==> src/mult18_consts.svh <==
`ifndef MULT18_CONSTS_SVH
`define MULT18_CONSTS_SVH

// signed operand width on both multiplier inputs
`define MULT18_OP_W 18

// one Booth row holds up to 2A, so it needs two bits over the operand
`define MULT18_ROW_W 20

// radix-4 recoding of an 18-bit operand gives nine digits
`define MULT18_ROWS 9

// bit 2i completes the negation of row i
`define MULT18_CORR_W 18

`define MULT18_PROD_W 36

// decode, tree and final add registers
`define MULT18_LATENCY 3

`endif
==> src/mult18_pkg.sv <==
`include "mult18_consts.svh"
`default_nettype none

package mult18_pkg;

  // two's-complement operand as seen on the top-level ports
  typedef logic signed [`MULT18_OP_W-1:0] operand_t;

  // one Booth row, already selected and sign-extended
  // negative digits leave the row inverted and the +1 lives in the correction row
  typedef logic signed [`MULT18_ROW_W-1:0] pp_row_t;

  typedef logic [`MULT18_CORR_W-1:0] corr_row_t;

  // full product width, also used for both carry-save words
  typedef logic signed [`MULT18_PROD_W-1:0] product_t;

endpackage

`default_nettype wire

==> src/mult18_pp_if.sv <==
`include "mult18_consts.svh"
`default_nettype none

interface mult18_pp_if;
  import mult18_pkg::*;

  logic valid;

  // rows[i] carries weight 4**i, the tree does the shifting
  pp_row_t [`MULT18_ROWS-1:0] rows;

  corr_row_t corr;

  // the decoder owns every signal, no ready flows back
  modport source (
    output valid,
    output rows,
    output corr
  );

  modport sink (
    input valid,
    input rows,
    input corr
  );

endinterface

`default_nettype wire

==> src/mult18_top.sv <==
`default_nettype none

module mult18_top (
  input  logic                 clk,
  input  logic                 rstn,
  input  logic                 in_valid,
  input  mult18_pkg::operand_t a,
  input  mult18_pkg::operand_t b,
  output logic                 out_valid,
  output mult18_pkg::product_t product
);
  import mult18_pkg::*;

  logic     cs_valid;
  product_t cs_sum;
  product_t cs_carry;

  mult18_pp_if pp_if ();

  booth_decode u_booth_decode (
    .clk      (clk),
    .rstn     (rstn),
    .in_valid (in_valid),
    .a        (a),
    .b        (b),
    .pp       (pp_if.source)
  );

  wallace_tree u_wallace_tree (
    .clk      (clk),
    .rstn     (rstn),
    .pp       (pp_if.sink),
    .cs_valid (cs_valid),
    .cs_sum   (cs_sum),
    .cs_carry (cs_carry)
  );

  final_adder u_final_adder (
    .clk       (clk),
    .rstn      (rstn),
    .cs_valid  (cs_valid),
    .cs_sum    (cs_sum),
    .cs_carry  (cs_carry),
    .out_valid (out_valid),
    .product   (product)
  );

endmodule

`default_nettype wire

==> src/final_adder.sv <==
`default_nettype none

module final_adder (
  input  logic                 clk,
  input  logic                 rstn,
  input  logic                 cs_valid,
  input  mult18_pkg::product_t cs_sum,
  input  mult18_pkg::product_t cs_carry,
  output logic                 out_valid,
  output mult18_pkg::product_t product
);
  import mult18_pkg::*;

  product_t sum_d;

  // any carry out of bit 35 is dropped, the true product always fits
  assign sum_d = cs_sum + cs_carry;

  always_ff @(posedge clk or negedge rstn) begin
    if (!rstn) begin
      out_valid <= 1'b0;
      product   <= '0;
    end else begin
      out_valid <= cs_valid;
      if (cs_valid) begin
        product <= sum_d;
      end
    end
  end

endmodule

`default_nettype wire

==> src/wallace_tree.sv <==
`include "mult18_consts.svh"
`default_nettype none

module wallace_tree (
  input  logic                 clk,
  input  logic                 rstn,
  mult18_pp_if.sink            pp,
  output logic                 cs_valid,
  output mult18_pkg::product_t cs_sum,
  output mult18_pkg::product_t cs_carry
);
  import mult18_pkg::*;

  product_t w [`MULT18_ROWS];
  product_t corr_w;
  product_t s1 [3];
  product_t c1 [3];
  product_t s2 [2];
  product_t c2 [2];
  product_t s3;
  product_t c3;
  product_t s4;
  product_t c4;
  product_t s5;
  product_t c5;

  // a row of full adders is just these two words
  function automatic product_t csa_sum(input product_t x, input product_t y,
                                       input product_t z);
    return x ^ y ^ z;
  endfunction

  // the majority bit belongs one column up, the shift puts it there
  function automatic product_t csa_carry(input product_t x, input product_t y,
                                         input product_t z);
    return ((x & y) | (x & z) | (y & z)) << 1;
  endfunction

  // row i sits at bit 2i, sign-extended across the full product width
  for (genvar i = 0; i < `MULT18_ROWS; i++) begin : g_place
    assign w[i] = {{(`MULT18_PROD_W-`MULT18_ROW_W){pp.rows[i][`MULT18_ROW_W-1]}},
                   pp.rows[i]} << (2 * i);
  end

  assign corr_w = {{(`MULT18_PROD_W-`MULT18_CORR_W){1'b0}}, pp.corr};

  // level 1 takes the nine rows three at a time
  for (genvar g = 0; g < 3; g++) begin : g_lvl1
    assign s1[g] = csa_sum(w[3*g], w[3*g+1], w[3*g+2]);
    assign c1[g] = csa_carry(w[3*g], w[3*g+1], w[3*g+2]);
  end

  // level 2 pairs up the six level-1 words into two groups of three
  assign s2[0] = csa_sum(s1[0], c1[0], s1[1]);
  assign c2[0] = csa_carry(s1[0], c1[0], s1[1]);
  assign s2[1] = csa_sum(c1[1], s1[2], c1[2]);
  assign c2[1] = csa_carry(c1[1], s1[2], c1[2]);

  // c2[1] waits for level 4
  assign s3 = csa_sum(s2[0], c2[0], s2[1]);
  assign c3 = csa_carry(s2[0], c2[0], s2[1]);

  // level 4 is a 4:2 step, two chained compressors that fold in c2[1] and then corr
  assign s4 = csa_sum(s3, c3, c2[1]);
  assign c4 = csa_carry(s3, c3, c2[1]);
  assign s5 = csa_sum(s4, c4, corr_w);
  assign c5 = csa_carry(s4, c4, corr_w);

  always_ff @(posedge clk or negedge rstn) begin
    if (!rstn) begin
      cs_valid <= 1'b0;
      cs_sum   <= '0;
      cs_carry <= '0;
    end else begin
      cs_valid <= pp.valid;
      if (pp.valid) begin
        cs_sum   <= s5;
        cs_carry <= c5;
      end
    end
  end

endmodule

`default_nettype wire

==> src/booth_decode.sv <==
`include "mult18_consts.svh"
`default_nettype none

module booth_decode (
  input  logic                 clk,
  input  logic                 rstn,
  input  logic                 in_valid,
  input  mult18_pkg::operand_t a,
  input  mult18_pkg::operand_t b,
  mult18_pp_if.source          pp
);
  import mult18_pkg::*;

  // b with the implicit zero below its lsb, so window i is b_ext[2i+2:2i]
  logic [`MULT18_OP_W:0] b_ext;
  pp_row_t a_row;
  pp_row_t a_dbl;
  pp_row_t [`MULT18_ROWS-1:0] rows_d;
  corr_row_t corr_d;

  assign b_ext = {b, 1'b0};
  assign a_row = {{(`MULT18_ROW_W-`MULT18_OP_W){a[`MULT18_OP_W-1]}}, a};
  assign a_dbl = {a[`MULT18_OP_W-1], a, 1'b0};

  for (genvar i = 0; i < `MULT18_ROWS; i++) begin : g_digit
    logic [2:0] win;
    logic       one;
    logic       two;
    logic       neg;
    pp_row_t    mag;

    assign win = b_ext[2*i+2 -: 3];

    // digit = -2*win[2] + win[1] + win[0]
    assign one = win[1] ^ win[0];
    assign two = (win[2] & ~win[1] & ~win[0]) | (~win[2] & win[1] & win[0]);

    // 111 is a zero digit, so it must not invert the row
    assign neg = win[2] & ~(win[1] & win[0]);

    assign mag = one ? a_row : (two ? a_dbl : '0);
    assign rows_d[i] = neg ? ~mag : mag;

    assign corr_d[2*i]   = neg;
    assign corr_d[2*i+1] = 1'b0;
  end

  always_ff @(posedge clk or negedge rstn) begin
    if (!rstn) begin
      pp.valid <= 1'b0;
      pp.rows  <= '0;
      pp.corr  <= '0;
    end else begin
      pp.valid <= in_valid;
      if (in_valid) begin
        pp.rows <= rows_d;
        pp.corr <= corr_d;
      end
    end
  end

endmodule

`default_nettype wire

==> config.mk <==
export PLATFORM = sky130hd
export DESIGN_NAME = mult18_top
export DESIGN_NICKNAME = d
export VERILOG_FILES = /design/src/mult18_pkg.sv /design/src/mult18_pp_if.sv /design/src/mult18_top.sv /design/src/final_adder.sv /design/src/wallace_tree.sv /design/src/booth_decode.sv
export VERILOG_INCLUDE_DIRS = /design/src
export SDC_FILE = /design/constraint.sdc
export NUM_CORES = 1
export LEC_CHECK = 0
export ABC_AREA = 1
export BUFFER_PORTS_ARGS = -buffer_cell sky130_fd_sc_hd__buf_4
export CORE_ASPECT_RATIO = 0.8
export CORE_MARGIN = 4
export CORE_UTILIZATION = 40
export CTS_BUF_LIST = sky130_fd_sc_hd__clkbuf_4 sky130_fd_sc_hd__clkbuf_8 sky130_fd_sc_hd__clkbuf_16
export CTS_CLUSTER_DIAMETER = 60
export CTS_CLUSTER_SIZE = 25
export DETAILED_ROUTE_END_ITERATION = 10
export GPL_TIMING_DRIVEN = 1
export PLACE_DENSITY = 0.54
export SLEW_MARGIN = 20
export SYNTH_ARGS = -nofsm -noshare
export SYNTH_HDL_FRONTEND = slang
export SYNTH_SLANG_ARGS = --single-unit
==> constraint.sdc <==
create_clock -name clk -period 5.4 [get_ports clk]
set_clock_uncertainty 0.15 [all_clocks]
set_input_delay 0.27 -clock clk [delete_from_list [all_inputs] [get_ports clk]]
set_output_delay 0.27 -clock clk [all_outputs]
set_load 0.01 [all_outputs]
==> metrics, run 1 <==
DR WL/cell=19.5 um; crit path max fanout=7; Met1 Routed Length=31000 um; Final WS setup=1.25 ns; Worst EP required=5.75 ns; Routed Antenna Nets=0; DR DRC count=0; # clock sinks=287; Final nets=2865; DR pass1 iterations=5; final WL=64200 um; layout cells sized above 1=7.26%; Num CTS Buffers=31; P per Cell Area=572 mW/mm^2; initial core utilization=40.8%; Sum Neg Setup Slack=0 ns; post-synth cell types=39; Slew Viols, Final=0; Post-DP Area=0.0220 mm^2; filler instances=5145; Synthesis Warnings=0; Avg Cell Area, Syn=8.22 um^2; Die Area=0.0563 mm^2; Detailed Place HPWL=45400 um; worst r2r path cells=13; Die Wd=264 um; RR Endpoint=u_wallace_tree.cs_sum[35]$_DFFE_PN0P_; sequential cell area=0.00718 mm^2; Post-CTS Resized=0; Post-Synthesis Cells=2559; Worst-path clk slew=0.07 ns; VDD IR max=0.381 mV; Final Hold Viols=0; Critical Path Max Stage Delay=0.77 ns; startpoint type of the worst setup path=register; WHS Endpoint=u_booth_decode.pp.rows[7]$_DFFE_PN0P_; outcome=finished clean; first-pass GRT wire length=101000 um; grt ovf=0; metal3 WL=5500 um; worst-case clock buffer depth=3; metal2 WL=26200 um; Core Rows=74; initial antenna violation count=0; GRT Overall Usage=22.9%; Hold Crit Start=b[0]; highest routed layer=met4; worst path cell trace=inv_1 > fa_1 > inv_1 > fa_1 > inv_1 > fa_1 > inv_1 > fa_1 > xnor2_1 > xnor2_1 > or2_2 > nand3_1 > nand2_1; Die Ht=213 um; Core Util, Final=45.4%; Vias/cell=5.22; Ports=76; worst slack at placement=1.22 ns; Post-Syn Area=0.0210 mm^2; sequential element share of the synthesized area=34.1%; fin crit share=76.9%; Crit Path Category=register to register; worst path arrival time=4.50 ns; Hold Path Cell Cnt=3; area of the core=0.0516 mm^2; Tot Pwr=13.4 mW; EDFF count, synth=0; synth-to-layout area growth=11.3%; Lkg Pwr=11.9 nW; root buf cell=clkbuf_16; Crit. End Element=register; max-cap violations=0; Iteration-0 DRC Markers=1642; pin count of the biggest net entering global routing=141; setup violators final=0; Clock Latency Late Sink=0.61 ns; Slew @ Worst Pin=1.04 ns; RSZ-0062 raised after global routing=false; DP Cell Count=3200; RR Startpoint=u_booth_decode.pp.rows[18]$_DFFE_PN0P_; Slew headroom=30.9%; Reg2Reg Setup Slack=1.25 ns; Vias=17.2k; syn nets=2845; Post-Layout Cell Count=3288; Finished Cell Area=0.0234 mm^2; Peak Freq=241 MHz; Max H-tree Level=1; GPL Wtd Cong=0.884; Hold WC Path Type=input port to register; Hold Slack=0.0344 ns; #FFs+latches synth=287; vias in the first global route=17.0k; asr flop ratio synth=100%; number of diodes=0; CTS tree=built; slowest CP cell=fa_1; min cycle time layout=4.15 ns; Top FF cell, synth=dfrtp_1; Multi-input gate area=0.0118 mm^2; Port Buffers=75
[critical path: cells and delay by family (launching register included)]
kind,cells,cell delay (ns)
buffers and inverters,4,0.46
flip-flops,1,0.42
adder cells (fa/ha/maj),4,2.32
XOR/XNOR,2,0.29
AND/OR/NAND/NOR,3,0.39
[per-layer routing]
metal | track usage [%] | vias to the layer above
li1 | - | 8139
met1 | 35.6 | 8302
met2 | 33.0 | 628
met3 | 4.54 | 101
met4 | 5.01 | 0
met5 | 0 | -
[layout by cell type (no fill, tap or decap), types with 4 or more instances in the layout]
master,Yosys,routed
nand2_1,612,612
inv_1,371,369
o21ai_0,289,289
dfrtp_1,287,286
o21ai_1,157,157
fa_1,154,154
xor2_1,108,108
nand3_1,94,94
ha_1,93,93
buf_4,12,90
nor2_1,65,62
a21oi_1,52,52
clkbuf_16,0,31
dlygate4sd3_1,0,30
mux2i_1,26,26
o211ai_1,24,24
xnor2_1,17,17
o21ai_2,14,12
nor3_1,12,12
inv_2,8,8
o31ai_1,8,8
a32o_1,5,5
nor2_4,3,4
nor2_2,2,4
o21bai_1,4,4
nand3b_1,4,4
clkbuf_4,0,4
inv_12,0,4
inv_8,0,4
clkinv_8,0,4
[synthesized netlist by cell type, types with 4 or more instances]
cell type	number	area share [%]
a21oi_1	52	1.2
a32o_1	5	0.24
buf_1	6	0.11
buf_2	28	0.67
buf_4	12	0.43
buf_6	6	0.32
clkbuf_1	83	1.5
dfrtp_1	287	34
fa_1	154	15
ha_1	93	5.5
inv_1	371	6.6
inv_2	8	0.14
mux2i_1	26	1.2
nand2_1	612	11
nand3_1	94	2.2
nand3b_1	4	0.14
nor2_1	65	1.2
nor3_1	12	0.29
o211ai_1	24	0.86
o21ai_0	289	6.9
o21ai_1	157	3.7
o21ai_2	14	0.58
o21bai_1	4	0.14
o31ai_1	8	0.29
xnor2_1	17	0.71
xor2_1	108	4.5
[kinds of logic after synthesis]
kind of cell | synth area share [%]
compound gates | 14.2
xor+xnor | 5.20
fa+ha+maj | 20.2
buf+inv | 9.78
flops | 34.1
mux | 1.24
simple gates | 15.2
[repair_timing]
action / CTS / global route
setup buffers: 0 / 0
hold buffers: 30 / 0
endpoints found under the hold margin: 119 / 0
[power breakdown]
| group | switching (mW) | total, mW | internal [mW] | leakage, nW |
|---|---|---|---|---|
| logic | 4.64 | 7.92 | 3.28 | 7.76 |
| registers | 0.370 | 3.13 | 2.76 | 3.54 |
| clock network | 1.10 | 2.33 | 1.24 | 0.552 |
| total | 6.11 | 13.4 | 7.28 | 11.9 |
[cell type report]
cell class | count | area share (%)
multi-input cells | 1757 | 50.5
flip-flops and latches | 287 | 30.7
inverters | 380 | 6.12
repair buffers | 122 | 4.32
well taps | 684 | 3.65
clock buffers | 38 | 3.62
clock inverters | 20 | 1.14
[sequential cells by signal, indices dropped and copies added, names as in the netlist]
signal / count
u_final_adder.product: 36
u_wallace_tree.cs_carry: 32
u_booth_decode.pp.valid: 1
u_final_adder.out_valid: 1
u_booth_decode.pp.rows: 171
u_wallace_tree.cs_valid: 1
u_wallace_tree.cs_sum: 36
u_booth_decode.pp.corr: 9
[worst max path at each step]
stage / from / to / slack [ns]
after floorplan: u_booth_decode.pp.rows[18]$_DFFE_PN0P_ / u_wallace_tree.cs_sum[35]$_DFFE_PN0P_ / 1.48
after detailed placement: u_booth_decode.pp.rows[18]$_DFFE_PN0P_ / u_wallace_tree.cs_sum[35]$_DFFE_PN0P_ / 1.22
after CTS: u_booth_decode.pp.rows[18]$_DFFE_PN0P_ / u_wallace_tree.cs_sum[35]$_DFFE_PN0P_ / 1.23
after global placement: u_booth_decode.pp.rows[18]$_DFFE_PN0P_ / u_wallace_tree.cs_sum[35]$_DFFE_PN0P_ / 1.22
after global routing: u_booth_decode.pp.rows[18]$_DFFE_PN0P_ / u_wallace_tree.cs_sum[35]$_DFFE_PN0P_ / 1.02
final: u_booth_decode.pp.rows[18]$_DFFE_PN0P_ / u_wallace_tree.cs_sum[35]$_DFFE_PN0P_ / 1.25
No activity file was read; power rests on OpenSTA's default activity.
==> run 2, diff against run 1 <==
--- a/config.mk
+++ b/config.mk
@@ -16,7 +16,7 @@
 export CTS_CLUSTER_SIZE = 25
 export DETAILED_ROUTE_END_ITERATION = 10
 export GPL_TIMING_DRIVEN = 1
-export PLACE_DENSITY = 0.54
+export PLACE_DENSITY = 0.56
 export SLEW_MARGIN = 20
 export SYNTH_ARGS = -nofsm -noshare
 export SYNTH_HDL_FRONTEND = slang
==> constraint.sdc (replaced) <==
create_clock -name clk -period 3.39 [get_ports clk]
set_clock_uncertainty 0.15 [all_clocks]
set_input_delay 0.1695 -clock clk [delete_from_list [all_inputs] [get_ports clk]]
set_output_delay 0.1695 -clock clk [all_outputs]
set_load 0.01 [all_outputs]
==> run 2 against run 1 <==
  * Total power is 64% higher
  * Clock power is 63% higher
  * The run now ends with setup timing left
  * Highest routed layer unchanged
  * Sequential power is 59% higher
  * Utilization is 0.88 points higher
  * Worst setup slack worse by 1.3 ns
  * Hold slack worse by 0.0042 ns
==> metrics, run 2 (same netlist as run 1, synthesis figures left out) <==
outcome=finished, violations left (was finished clean); failing checks=setup timing; Final nets=2908 (was 2865); Vias=17.2k (about the same); root buf cell=clkbuf_16 (unchanged); Reg2Reg Setup Slack=-0.08 ns (was 1.25 ns); worst slack at placement=-0.0635 ns (was 1.22 ns); worst path cell trace=inv_2 > fa_1 > inv_2 > fa_1 > inv_1 > fa_1 > fa_1 > fa_2 > o21ai_1 (was inv_1 > fa_1 > inv_1 > fa_1 > inv_1 > fa_1 > inv_1 > fa_1 > xnor2_1 > xnor2_1 > or2_2 > nand3_1 > nand2_1); most frequent cells in the layout=607 x nand2_1, 351 x inv_1, 287 x o21ai_0, 286 x dfrtp_1, 159 x o21ai_1 (was 612 x nand2_1, 369 x inv_1, 289 x o21ai_0, 286 x dfrtp_1, 157 x o21ai_1); Core Rows=74 (unchanged); initial core utilization=40.8% (unchanged); min cycle time layout=3.47 ns (was 4.15 ns); crit path max fanout=2 (was 7); Hold WC Path Type=input port to register (unchanged); Hold Crit Start=b[9] (was b[0]); Met1 Routed Length=30900 um (was 31000 um); pin count of the biggest net entering global routing=103 (was 141); most common cell after layout, fill and taps aside=nand2_1 (unchanged); # clock sinks=287 (unchanged); startpoint type of the worst setup path=register (unchanged); Lkg Pwr=12.0 nW (was 11.9 nW); Final Hold Viols=0 (unchanged); slowest CP cell=fa_1 (unchanged); Ports=76 (unchanged); Vias/cell=5.18 (was 5.22); Peak Freq=288 MHz (was 241 MHz); final WL=64200 um (about the same); Slew Viols, Final=0 (unchanged); RR Startpoint=u_booth_decode.pp.rows[70]$_DFFE_PN0P_ (was u_booth_decode.pp.rows[18]$_DFFE_PN0P_); VDD IR max=0.463 mV (was 0.381 mV); initial antenna violation count=0 (unchanged); Detailed Place HPWL=45400 um (about the same); layout cells sized above 1=10.1% (was 7.26%); highest routed layer=met4 (unchanged); GRT Overall Usage=22.9% (about the same); first-pass GRT wire length=101000 um (about the same); area of the core=0.0516 mm^2 (unchanged); DR DRC count=0 (unchanged); vias in the first global route=17.1k (was 17.0k); Largest register FFs=171 (unchanged); Routed Antenna Nets=0 (unchanged); WHS Endpoint=u_booth_decode.pp.rows[84]$_DFFE_PN0P_ (was u_booth_decode.pp.rows[7]$_DFFE_PN0P_); Port Buffers=75 (unchanged); number of diodes=0 (unchanged); Die Area=0.0563 mm^2 (unchanged); filler instances=5102 (was 5145); Reg with most FFs=u_booth_decode.pp.rows (unchanged); worst r2r path cells=9 (was 13); setup violators final=4 (was 0); metal2 WL=26700 um (was 26200 um); Slew @ Worst Pin=1.07 ns (was 1.04 ns); Die Ht=213 um (unchanged); P per Cell Area=919 mW/mm^2 (was 572 mW/mm^2); synth-to-layout area growth=13.5% (was 11.3%); Tot Pwr=21.9 mW (was 13.4 mW); metal3 WL=5200 um (was 5500 um); CTS tree=built (unchanged); Core Util, Final=46.3% (was 45.4%); Worst EP required=3.65 ns (was 5.75 ns); Clock Latency Late Sink=0.56 ns (was 0.61 ns); Final WS setup=-0.0789 ns (was 1.25 ns); Crit. End Element=register (unchanged); Largest regs=u_booth_decode.pp.rows: 171 flops, u_final_adder.product: 36 flops, u_wallace_tree.cs_sum: 36 flops (unchanged); Sum Neg Setup Slack=-0.182 ns (was 0 ns); grt ovf=0 (unchanged); Iteration-0 DRC Markers=1597 (was 1642); GPL Wtd Cong=0.889 (was 0.884); Slew headroom=28.7% (was 30.9%); DR pass1 iterations=6 (was 5); Max H-tree Level=2 (was 1); DR WL/cell=19.3 um (was 19.5 um); Worst-path clk slew=0.07 ns (about the same); Num CTS Buffers=34 (was 31); most used cell, CP=fa_1; Crit Path Category=register to register (unchanged); RR Endpoint=u_wallace_tree.cs_sum[16]$_DFFE_PN0P_ (was u_wallace_tree.cs_sum[35]$_DFFE_PN0P_); worst path arrival time=3.73 ns (was 4.50 ns); fin crit share=102% (was 76.9%); worst-case clock buffer depth=3 (unchanged); Die Wd=264 um (unchanged); Hold Path Cell Cnt=5 (was 3); Critical Path Max Stage Delay=0.56 ns (was 0.77 ns); RSZ-0062 raised after global routing=true (was false); max-cap violations=0 (unchanged)
## run 2: cell types whose count changed in the layout (fill, tap and decap cells not counted), sizes merged
cell / previous run / this run
dlygate4sd3: 30 / 36
inv: 390 / 382
clkinvlp: 0 / 6
buf: 92 / 126
bufinv: 1 / 3
clkbuf: 38 / 39
## run 2: layout make-up
cell class	instances	area [um^2]	share of cell area [%]
multi-input combinational	1757	11900	49.9
sequential	287	7180	30.1
inverter	380	1440	6.01
timing repair buffer	162	1360	5.71
clock buffer	39	918	3.85
tap	684	856	3.58
clock inverter	20	218	0.912
## run 2: metrics by stage
stage / cells / area (um^2) / hold slack, ns
floorplan: 2559 / 21100 / -0.276
global placement: 3229 / 22200 / 0.0846
detailed placement: 3229 / 22200 / 0.0819
CTS: 3327 / 23800 / 0.0107
global route: 3329 / 23900 / 0.0361
finish: 3329 / 23900 / 0.0302
## run 2: worst max-delay path: cells and delay by family, from the launching register on
kind	cells	cell delay, ns
adders and majority gates	5	2.61
DFF	1	0.35
buffers and inverters	3	0.16
AOI/OAI and AO/OA	1	0.06
## run 2: power breakdown
part | internal [mW] | switching (mW) | total, mW
clock | 2.20 | 1.60 | 3.80
sequential | 4.40 | 0.577 | 4.98
combinational | 5.66 | 7.51 | 13.2
total | 12.3 | 9.69 | 21.9
## run 2: how the worst max path moves through the flow
| stage | slack (ns) | depth (start not counted) | end | start |
|---|---|---|---|---|
| after floorplan | -0.24 | 13 | u_wallace_tree.cs_sum[35]$_DFFE_PN0P_ | u_booth_decode.pp.rows[18]$_DFFE_PN0P_ |
| after global placement | -0.02 | 13 | u_wallace_tree.cs_sum[35]$_DFFE_PN0P_ | u_booth_decode.pp.rows[58]$_DFFE_PN0P_ |
| after detailed placement | -0.06 | 13 | u_wallace_tree.cs_sum[35]$_DFFE_PN0P_ | u_booth_decode.pp.rows[58]$_DFFE_PN0P_ |
| after CTS | -0.09 | 13 | u_wallace_tree.cs_sum[35]$_DFFE_PN0P_ | u_booth_decode.pp.rows[18]$_DFFE_PN0P_ |
| after global routing | -0.16 | 9 | u_wallace_tree.cs_sum[16]$_DFFE_PN0P_ | u_booth_decode.pp.rows[70]$_DFFE_PN0P_ |
| final | -0.08 | 9 | u_wallace_tree.cs_sum[16]$_DFFE_PN0P_ | u_booth_decode.pp.rows[70]$_DFFE_PN0P_ |
## run 2: per-layer routing
metal | up-vias | track usage [%]
li1 | 8213 | -
met1 | 8259 | 34.8
met2 | 674 | 33.8
met3 | 87 | 4.25
met4 | 0 | 6.03
met5 | - | 0
## run 2: repair_timing
action	4_1_cts	5_1_grt
buffers inserted	3	4
resized for setup	4	39
gates cloned	0	0
hold buffers	36	0
pin swaps	0	24
endpoints found under the hold margin	150	0
endpoints found under the setup margin	4	31
